File: src/lcd_pkg.sv
package lcd_pkg;

	// ------------------------------------------------------------------
	// line and frame timing, all in clk_reg cycles
	// ------------------------------------------------------------------

	// clocks per line
	localparam int unsigned line_cycles = 456;
	// lines per frame, vblank included
	localparam int unsigned frame_lines = 154;
	// first vblank line
	localparam int unsigned visible_lines = 144;
	// mode 2 length
	localparam int unsigned oam_cycles = 80;
	// mode 3 length, no fine scroll
	localparam int unsigned mode3_base = 176;
	// one more tile fetch when scx is not 8 pixel aligned
	localparam int unsigned mode3_extra = 8;

	// ------------------------------------------------------------------
	// oam and dma
	// ------------------------------------------------------------------

	// 40 sprites of 4 bytes
	localparam int unsigned oam_size = 160;
	// clocks per dma byte
	localparam int unsigned dma_step = 4;

	// register offsets in the ff40 page
	localparam logic [7:0] reg_lcdc = 8'h40;
	localparam logic [7:0] reg_stat = 8'h41;
	localparam logic [7:0] reg_scy  = 8'h42;
	localparam logic [7:0] reg_scx  = 8'h43;
	localparam logic [7:0] reg_ly   = 8'h44;
	localparam logic [7:0] reg_lyc  = 8'h45;
	localparam logic [7:0] reg_dma  = 8'h46;
	localparam logic [7:0] reg_bgp  = 8'h47;

	// bgp after reset
	localparam logic [7:0] bgp_reset = 8'hfc;

	// stat mode field encoding
	typedef enum logic [1:0] {
		mode_hblank = 2'd0,
		mode_vblank = 2'd1,
		mode_oam    = 2'd2,
		mode_draw   = 2'd3
	} lcd_mode_t;

	// horizontal position 0..455, vertical 0..153
	typedef logic [8:0] h_cnt_t;
	typedef logic [7:0] v_cnt_t;

endpackage

File: src/lcd_ifs.sv
// position and mode from the timing generator, control back from the registers
interface lcd_timing_if;
	import lcd_pkg::*;

	h_cnt_t h_cnt;
	v_cnt_t v_cnt;
	lcd_mode_t mode;
	logic lcd_on;
	// scx[2:0] nonzero
	logic fine_scroll;

	modport timing (output h_cnt, output v_cnt, output mode, input lcd_on, input fine_scroll);
	modport regs (input h_cnt, input v_cnt, input mode, output lcd_on, output fine_scroll);
	modport observer (input h_cnt, input v_cnt, input mode, input lcd_on);
endinterface

// cpu side oam access and dma kick from the register block
interface oam_port_if;
	logic cpu_req;
	logic cpu_we;
	logic [7:0] cpu_index;
	logic [7:0] cpu_wdata;
	logic [7:0] cpu_rdata;
	logic dma_start;
	logic [7:0] dma_page;

	modport cpu (output cpu_req, cpu_we, cpu_index, cpu_wdata, dma_start, dma_page,
		input cpu_rdata);
	modport mem (input cpu_req, cpu_we, cpu_index, cpu_wdata, dma_start, dma_page,
		output cpu_rdata);
endinterface

File: src/lcd_regs.sv
module lcd_regs (
	input  logic clk_reg,
	input  logic reset,
	input  logic wb_cyc,
	input  logic wb_stb,
	input  logic wb_we,
	input  logic [8:0] wb_adr,
	input  logic [7:0] wb_dat_w,
	output logic [7:0] wb_dat_r,
	output logic wb_ack,
	lcd_timing_if.regs tm,
	oam_port_if.cpu op,
	output logic [3:0] stat_en,
	output lcd_pkg::v_cnt_t lyc
);
	import lcd_pkg::*;

	// new request, sampled on the edge that raises ack
	logic req;
	logic reg_wr;
	logic lyc_match;
	logic [7:0] lcdc;
	logic [7:0] scy;
	logic [7:0] scx;
	logic [7:0] dma_page;
	logic [7:0] bgp;
	logic [7:0] reg_rdata;

	assign req = wb_cyc && wb_stb && !wb_ack;
	// address bit 8 clear selects the register page
	assign reg_wr = req && wb_we && !wb_adr[8];
	assign lyc_match = (tm.v_cnt == lyc);

	// ------------------------------------------------------------------
	// wishbone ack, one cycle per request
	// ------------------------------------------------------------------

	always_ff @(posedge clk_reg) begin
		if (reset)
			wb_ack <= 1'b0;
		else
			wb_ack <= req;
	end

	// read data held until the next request
	always_ff @(posedge clk_reg) begin
		if (req) begin
			if (wb_adr[8])
				wb_dat_r <= op.cpu_rdata;
			else
				wb_dat_r <= reg_rdata;
		end
	end

	// ------------------------------------------------------------------
	// register file
	// ------------------------------------------------------------------

	always_ff @(posedge clk_reg) begin
		if (reset) begin
			lcdc <= 8'h00;
			stat_en <= 4'h0;
			scy <= 8'h00;
			scx <= 8'h00;
			lyc <= 8'h00;
			dma_page <= 8'h00;
			bgp <= bgp_reset;
		end else if (reg_wr) begin
			case (wb_adr[7:0])
				reg_lcdc: lcdc <= wb_dat_w;
				// only the enable bits are writable
				reg_stat: stat_en <= wb_dat_w[6:3];
				reg_scy: scy <= wb_dat_w;
				reg_scx: scx <= wb_dat_w;
				reg_lyc: lyc <= wb_dat_w;
				reg_dma: dma_page <= wb_dat_w;
				reg_bgp: bgp <= wb_dat_w;
				// ly is read only, the rest unmapped
				default: ;
			endcase
		end
	end

	// read mux, unmapped offsets float high
	always_comb begin
		case (wb_adr[7:0])
			reg_lcdc: reg_rdata = lcdc;
			reg_stat: reg_rdata = {1'b1, stat_en, lyc_match, tm.mode};
			reg_scy: reg_rdata = scy;
			reg_scx: reg_rdata = scx;
			reg_ly: reg_rdata = tm.v_cnt;
			reg_lyc: reg_rdata = lyc;
			reg_dma: reg_rdata = dma_page;
			reg_bgp: reg_rdata = bgp;
			default: reg_rdata = 8'hff;
		endcase
	end

	// ------------------------------------------------------------------
	// control to timing and oam
	// ------------------------------------------------------------------

	assign tm.lcd_on = lcdc[7];
	assign tm.fine_scroll = (scx[2:0] != 3'd0);

	// oam strobe lines up with the edge that raises ack
	assign op.cpu_req = req && wb_adr[8];
	assign op.cpu_we = wb_we;
	assign op.cpu_index = wb_adr[7:0];
	assign op.cpu_wdata = wb_dat_w;
	// dma page register is updated on the same edge
	assign op.dma_start = reg_wr && (wb_adr[7:0] == reg_dma);
	assign op.dma_page = dma_page;

endmodule

File: src/lcd_timing.sv
module lcd_timing (
	input  logic clk_reg,
	input  logic reset,
	lcd_timing_if.timing tm
);
	import lcd_pkg::*;

	h_cnt_t h_cnt;
	v_cnt_t v_cnt;
	// first hblank cycle of the current line
	h_cnt_t draw_end;
	logic line_end;
	logic frame_end;

	assign line_end = (h_cnt == h_cnt_t'(line_cycles - 1));
	assign frame_end = (v_cnt == v_cnt_t'(frame_lines - 1));

	// ------------------------------------------------------------------
	// horizontal and vertical counters
	// ------------------------------------------------------------------

	always_ff @(posedge clk_reg) begin
		if (reset) begin
			h_cnt <= '0;
			v_cnt <= '0;
			draw_end <= h_cnt_t'(oam_cycles + mode3_base);
		end else if (!tm.lcd_on) begin
			// display off, park at start of frame
			h_cnt <= '0;
			v_cnt <= '0;
		end else begin
			if (line_end) begin
				h_cnt <= '0;
				if (frame_end)
					v_cnt <= '0;
				else
					v_cnt <= v_cnt + 8'd1;
			end else begin
				h_cnt <= h_cnt + 9'd1;
			end

			// mode 3 length fixed two clocks before drawing starts
			if (h_cnt == h_cnt_t'(oam_cycles - 2)) begin
				if (tm.fine_scroll)
					draw_end <= h_cnt_t'(oam_cycles + mode3_base + mode3_extra);
				else
					draw_end <= h_cnt_t'(oam_cycles + mode3_base);
			end
		end
	end

	// ------------------------------------------------------------------
	// mode decode
	// ------------------------------------------------------------------

	always_comb begin
		if (!tm.lcd_on)
			tm.mode = mode_hblank;
		else if (v_cnt >= v_cnt_t'(visible_lines))
			tm.mode = mode_vblank;
		else if (h_cnt < h_cnt_t'(oam_cycles))
			tm.mode = mode_oam;
		else if (h_cnt < draw_end)
			tm.mode = mode_draw;
		else
			tm.mode = mode_hblank;
	end

	assign tm.h_cnt = h_cnt;
	assign tm.v_cnt = v_cnt;

endmodule

File: src/lcd_top.sv
module lcd_top (
	input  logic clk_reg,
	input  logic reset,
	// wishbone classic slave
	input  logic wb_cyc,
	input  logic wb_stb,
	input  logic wb_we,
	input  logic [8:0] wb_adr,
	input  logic [7:0] wb_dat_w,
	output logic [7:0] wb_dat_r,
	output logic wb_ack,
	// display state
	output lcd_pkg::lcd_mode_t mode,
	output logic lcd_on,
	output logic irq,
	output logic vblank_irq,
	// oam dma source
	output logic dma_rd,
	output logic [15:0] dma_addr,
	input  logic [7:0] dma_data
);
	import lcd_pkg::*;

	logic [3:0] stat_en;
	v_cnt_t lyc;

	lcd_timing_if tm_if ();
	oam_port_if op_if ();

	lcd_timing timing_i (
		.clk_reg (clk_reg),
		.reset (reset),
		.tm (tm_if.timing)
	);

	lcd_regs regs_i (
		.clk_reg (clk_reg),
		.reset (reset),
		.wb_cyc (wb_cyc),
		.wb_stb (wb_stb),
		.wb_we (wb_we),
		.wb_adr (wb_adr),
		.wb_dat_w (wb_dat_w),
		.wb_dat_r (wb_dat_r),
		.wb_ack (wb_ack),
		.tm (tm_if.regs),
		.op (op_if.cpu),
		.stat_en (stat_en),
		.lyc (lyc)
	);

	oam_dma oam_i (
		.clk_reg (clk_reg),
		.reset (reset),
		.op (op_if.mem),
		.tm (tm_if.observer),
		.dma_rd (dma_rd),
		.dma_addr (dma_addr),
		.dma_data (dma_data)
	);

	stat_irq irq_i (
		.clk_reg (clk_reg),
		.reset (reset),
		.tm (tm_if.observer),
		.stat_en (stat_en),
		.lyc (lyc),
		.irq (irq),
		.vblank_irq (vblank_irq)
	);

	assign mode = tm_if.mode;
	assign lcd_on = tm_if.lcd_on;

endmodule

File: src/oam_dma.sv
module oam_dma (
	input  logic clk_reg,
	input  logic reset,
	oam_port_if.mem op,
	lcd_timing_if.observer tm,
	output logic dma_rd,
	output logic [15:0] dma_addr,
	input  logic [7:0] dma_data
);
	import lcd_pkg::*;

	logic [7:0] oam_mem [oam_size];
	logic dma_active;
	// byte index in [9:2], phase within the byte in [1:0]
	logic [9:0] dma_cnt;
	logic dma_last;
	logic dma_wr;
	logic cpu_blocked;
	logic cpu_in_range;
	logic cpu_wr;

	// ------------------------------------------------------------------
	// dma engine
	// ------------------------------------------------------------------

	assign dma_last = (dma_cnt == 10'(oam_size * dma_step - 1));

	always_ff @(posedge clk_reg) begin
		if (reset) begin
			dma_active <= 1'b0;
			dma_cnt <= '0;
		end else if (op.dma_start) begin
			// a new write restarts the transfer from byte 0
			dma_active <= 1'b1;
			dma_cnt <= '0;
		end else if (dma_active) begin
			if (dma_last)
				dma_active <= 1'b0;
			else
				dma_cnt <= dma_cnt + 10'd1;
		end
	end

	assign dma_rd = dma_active;
	assign dma_addr = {op.dma_page, dma_cnt[9:2]};
	// source data has settled by phase 2
	assign dma_wr = dma_active && (dma_cnt[1:0] == 2'd2);

	// ------------------------------------------------------------------
	// cpu access and arbitration
	// ------------------------------------------------------------------

	// ppu owns oam in modes 2 and 3, dma owns it while running
	assign cpu_blocked = dma_active || (tm.mode == mode_oam) || (tm.mode == mode_draw);
	assign cpu_in_range = (op.cpu_index < 8'(oam_size));
	assign cpu_wr = op.cpu_req && op.cpu_we && cpu_in_range && !cpu_blocked;

	always_ff @(posedge clk_reg) begin
		if (dma_wr)
			oam_mem[dma_cnt[9:2]] <= dma_data;
		else if (cpu_wr)
			oam_mem[op.cpu_index] <= op.cpu_wdata;
	end

	// combinational so the register block can latch it with ack
	always_comb begin
		if (cpu_blocked || !cpu_in_range)
			op.cpu_rdata = 8'hff;
		else
			op.cpu_rdata = oam_mem[op.cpu_index];
	end

endmodule

File: src/stat_irq.sv
module stat_irq (
	input  logic clk_reg,
	input  logic reset,
	lcd_timing_if.observer tm,
	input  logic [3:0] stat_en,
	input  lcd_pkg::v_cnt_t lyc,
	output logic irq,
	output logic vblank_irq
);
	import lcd_pkg::*;

	// mode was draw in the previous cycle
	logic was_draw;
	logic lyc_ev;
	logic oam_ev;
	logic vbl_ev;
	logic hbl_ev;
	logic stat_hit;

	assign lyc_ev = (tm.h_cnt == 9'd0) && (tm.v_cnt == lyc);
	assign oam_ev = (tm.h_cnt == 9'd0);
	// last cycle of line 143
	assign vbl_ev = (tm.h_cnt == h_cnt_t'(line_cycles - 1)) &&
		(tm.v_cnt == v_cnt_t'(visible_lines - 1));
	// first hblank cycle after mode 3
	assign hbl_ev = was_draw && (tm.mode == mode_hblank);

	// stat_en[3:0] holds stat bits 6:3
	assign stat_hit = (stat_en[3] && lyc_ev) || (stat_en[2] && oam_ev) ||
		(stat_en[1] && vbl_ev) || (stat_en[0] && hbl_ev);

	always_ff @(posedge clk_reg) begin
		if (reset) begin
			was_draw <= 1'b0;
			irq <= 1'b0;
			vblank_irq <= 1'b0;
		end else begin
			was_draw <= (tm.mode == mode_draw);
			// back to back events merge into one pulse, like a shared stat line
			irq <= tm.lcd_on && stat_hit && !irq;
			vblank_irq <= tm.lcd_on && vbl_ev;
		end
	end

endmodule
File: config.mk
export PLATFORM = sky130hd
export DESIGN_NAME = lcd_top
export DESIGN_NICKNAME = d
export VERILOG_FILES = /design/src/lcd_pkg.sv /design/src/lcd_ifs.sv /design/src/lcd_regs.sv /design/src/lcd_timing.sv /design/src/lcd_top.sv /design/src/oam_dma.sv /design/src/stat_irq.sv
export SDC_FILE = /design/constraint.sdc
export NUM_CORES = 2
export LEC_CHECK = 0
export BUFFER_PORTS_ARGS = -buffer_cell sky130_fd_sc_hd__clkbuf_2
export CAP_MARGIN = 15
export CORE_ASPECT_RATIO = 2
export CORE_MARGIN = 1.5
export CORE_UTILIZATION = 35
export DETAILED_ROUTE_END_ITERATION = 16
export GPL_TIMING_DRIVEN = 0
export SLEW_MARGIN = 20
export SYNTH_ARGS = -nofsm -noshare
export SYNTH_HDL_FRONTEND = slang
export SYNTH_SLANG_ARGS = --single-unit
File: constraint.sdc
create_clock -name clk_reg -period 3.1 [get_ports clk_reg]
set_input_delay 0.465 -clock clk_reg [delete_from_list [all_inputs] [get_ports clk_reg]]
set_output_delay 0.465 -clock clk_reg [all_outputs]
set_load 0.005 [all_outputs]
==> PnR_summary.wiki <==
{| class="wikitable"
! Metric !! Value
|-
| Clock-pin slew on the worst setup and hold paths || 0.08 ns
|-
| Total power per unit cell area || 558 nW/µm²
|-
| Number of flops mapped to enable cells by yosys || 1288
|-
| Total routed wirelength || 209000 µm
|-
| Sequential cell area fraction in the yosys report || 0.736
|-
| Top flop regs || oam_i.oam_mem: 1280 flops, oam_i.dma_cnt: 10 flops, timing_i.tm.h_cnt: 9 flops
|-
| Multiplexer area fraction after synthesis || 0.160
|-
| Standard cell with the maximum stage delay on the critical path || o21ai_0
|-
| Yosys reg bits || 1373
|-
| Antenna violations before repair || 7
|-
| First-pass GRT wire length || 278000 µm
|-
| Capturing element of the worst setup path || regs_i.wb_dat_r[1]
|-
| Cell chain of the critical path || buf_2, buf_4, buf_2, mux4_2, nor2_1, o21ai_0, nand3_1, a211o_1, a21oi_1
|-
| Timing startpoint of the critical path || wb_adr[1]
|-
| Level count of the clock H-tree || 3
|-
| Signed area change from the synthesized netlist to the final layout || 22.5%
|-
| Total clock buffers created by CTS || 110
|-
| Post-Synth Simple-Gate Area || 0.0520
|-
| Cell Area, Synth || 54900 µm²
|-
| CP max FO || 10
|-
| Leftover overflow at the end of global routing || 0
|-
| Final number of hold-violating endpoints || 0
|-
| Critical path buffer and inverter count || 3
|-
| Violations in the final reports || setup timing
|-
| DP Worst Slack || -2.22 ns
|-
| Fraction of final layout cells sized beyond drive strength 1 || 0.356
|-
| Count of unresolved DRC violations after routing || 0
|-
| Setup repair after global routing missed its margin || yes
|-
| Die Ht || 563 µm
|-
| Adder-cell share of the synthesized area || 0.00182
|-
| Placed instance area || 58200 µm²
|-
| Antenna-violating nets left || 0
|-
| Compound-cell area share of the yosys netlist || 0.0282
|-
| Dpl cells || 5011
|-
| Worst-margin pin slew || 1.00 ns
|-
| Commonest non-fill, non-tap cell in the layout || edfxtp_1
|-
| Unique cell type count in the Yosys netlist || 75
|-
| Reg-to-reg slack, setup || 0.05 ns
|-
| Count of cell instances traversed by the critical path || 9
|-
| Number of filler cells placed in the layout || 13518
|-
| Cells after synthesis || 2877
|-
| Vias in the first global route || 31859
|-
| Final cycle utilization of the critical path || 1.04
|-
| Worst-case reg-to-reg path depth || 11
|-
| Count of endpoints failing setup in the final report || 5
|-
| Max reg flops || 1280
|-
| Final GP Congestion || 1.04
|-
| Buffer depth of the longest clock path || 3
|-
| Maximum resistive drop on vdd || 0.469 mV
|-
| Top register by number of flip-flops || oam_i.oam_mem
|-
| Post-route clock skew || 0.0461 ns
|-
| Port bufs || 51
|-
| Launching element type of the critical path || primary input
|-
| Most common cell on crit path || buf_2
|-
| Fmax || 309 MHz
|-
| Area of the die || 159000 µm²
|-
| Effective utilization at floorplan || 0.352
|-
| Post-layout instance area || 67200 µm²
|-
| Syn_nets || 2915
|-
| Number of vias in the routed layout || 31649
|-
| Pin count of the biggest net entering global routing || 117
|-
| First DRT Iteration DRCs || 3785
|-
| Number of sinks driven by the clock tree || 1373
|-
| Run status || finished, violations left
|-
| Min-delay worst type || primary input to flop
|-
| Static leakage || 0.0208 µW
|-
| Family with the most delay on the worst path || buffers and inverters
|-
| Clock network latency to the later pin of the worst-skew pair || 0.79 ns
|-
| Net count of the finished layout || 3305
|-
| Placeable core area || 156000 µm²
|-
| Tightest slew margin relative to the limit || 0.329
|-
| Non-filler instance count after layout || 5425
|-
| Post-route minimum period || 3.24 ns
|-
| Count of max-cap constraint violations || 0
|-
| Maximum single-stage delay on the critical path || 0.58 ns
|-
| Synth Area in XOR/XNOR || 0.00415
|-
| Average size of a mapped cell || 19.1 µm²
|-
| Top library cells by usage in the layout, fill and taps aside || edfxtp_1 (1288), mux4_2 (342), nor2_4 (160)
|-
| Average vias per placed instance || 5.83
|-
| Half-perimeter wire length after placement || 146000 µm
|-
| Largest family of logic cells by synthesized area || multiplexers
|-
| CP Data Arrival Time || 3.85 ns
|-
| Core Rows || 205
|-
| Type of the setup path with the least slack || primary input to flop
|-
| Reg-to-reg endpoint || oam_i.oam_mem[153][4]
|-
| Count of synthesis-stage warnings from yosys || 0
|-
| Final max-slew violation count || 0
|-
| Buffer type at the clock tree root || clkbuf_16
|-
| Die outline width || 283 µm
|-
| Crit Reg-Reg Startpoint || timing_i.tm.h_cnt[3]
|-
| I/O pin total || 61
|-
| Proportion of synthesized flip-flops having asynchronous set or reset || 0
|-
| Sort of element at the end of the critical path || flop
|-
| Worst Setup Slack, final || -0.136 ns
|-
| Clock tree from TritonCTS || done
|-
| Power consumption || 37500 µW
|-
| Tot GR Track Use || 0.261
|-
| Routed wire length per instance || 38.4 µm
|-
| Drt first pass iters || 5
|-
| Leading register cell type out of synthesis || edfxtp_1
|-
| WP data required || 3.72 ns
|}
[worst register-to-register path, delay by kind of cell, from the launching register on]
kind	cells	cell delay, ns
multiplexers	1	0.20
AO/OA/AOI/OAI	2	0.36
flip-flops	1	0.35
AND/OR/NAND/NOR	3	0.90
buffers and inverters	5	0.89
[worst min-delay path by stage]
stage,slack [ns],to,from,cells past startpoint
after floorplan,0.42,irq_i.irq,irq_i.irq,1
after global placement,0.42,irq_i.irq,irq_i.irq,1
after detailed placement,0.42,irq_i.irq,irq_i.irq,1
after CTS,0.09,regs_i.op.dma_page[7],wb_dat_w[7],3
after global routing,0.09,regs_i.scx[0],wb_dat_w[0],3
final,0.08,regs_i.op.dma_page[7],wb_dat_w[7],3
[cells by family (layout without fill, tap and decap cells)]
logic type	Yosys count	in the layout
XOR/XNOR	26	26
flip-flops	1373	1373
adder cells (fa/ha/maj)	8	8
multiplexers	435	435
buffers and inverters	182	655
AND/OR/NAND/NOR	623	623
AO/OA/AOI/OAI	230	230
other	0	5
[Yosys cell counts (5+ instances only)]
master,n,share of area
or2_2,6,0.00068
a211oi_1,15,0.0021
nor3_1,19,0.0017
clkbuf_1,54,0.0037
edfxtp_1,1288,0.70
o21ai_0,27,0.0025
mux4_2,342,0.14
nor4_1,5,0.00057
a221oi_1,8,0.0013
mux2_2,24,0.0049
buf_6,12,0.0025
xor2_1,12,0.0019
a31oi_1,8,0.00091
a22oi_1,32,0.0044
o31ai_1,5,0.00068
xnor2_1,14,0.0022
a21oi_1,73,0.0067
nand3b_1,7,0.00096
buf_2,56,0.0051
a211o_1,5,0.00080
nand2b_1,22,0.0025
o22ai_1,14,0.0016
and3_1,9,0.0010
nor2_1,240,0.016
or3_1,5,0.00057
nand4_1,14,0.0016
buf_1,8,0.00055
buf_4,40,0.0055
nand3_1,93,0.0085
nand2_1,152,0.010
nor2b_1,18,0.0021
dfxtp_1,85,0.031
a32oi_1,5,0.00080
mux2i_1,59,0.011
ha_1,8,0.0018
mux2i_4,8,0.0033
and2_1,11,0.0013
inv_1,9,0.00062
[through the flow]
| stage | hold slack [ns] | TNS [ns] | utilization |
|---|---|---|---|
| floorplan | 0.425 | -105.85 | - |
| global placement | 0.417 | -4466.21 | 0.370 |
| detailed placement | 0.422 | -1888.77 | 0.373 |
| CTS | 0.0944 | -2.82 | 0.429 |
| global route | 0.0888 | -0.00542 | 0.431 |
| finish | 0.0835 | -0.263 | 0.431 |
[where the power goes]
group | leakage [µW] | switching [µW] | internal, µW
logic | 0.00674 | 1760 | 726
clock network | 0.00177 | 6790 | 7940
registers | 0.0123 | 3.27 | 20300
[metal layers]
metal / up-vias / global-route usage / share of wire
met2: 1818 / 0.459 / 0.51
met3: 740 / 0.0494 / 0.067
li1: 12393 / - / -
met1: 16692 / 0.243 / 0.29
met4: 6 / 0.278 / 0.13
met5: - / 0 / 0.00011
[cell type report]
class	instances	area, µm²	share of cell area
sequential	1373	40400	0.601
multi-input combinational	1322	15300	0.228
timing repair buffer	278	4020	0.0597
clock buffer	135	2900	0.0431
tap	2070	2590	0.0385
buffer	172	1180	0.0175
clock inverter	60	797	0.0119
inverter	10	40.0	0.000596
antenna	5	12.5	0.000186
[repair_timing]
item                                    in CTS  in global routing
endpoints found under the setup margin    2094               1959
endpoints found under the hold margin        1                  0
resized for setup                          453                 29
setup buffers                              197                 14
pin swaps                                  150                  9
hold buffers                                 2                  0
(Power assumes the default switching activity.)
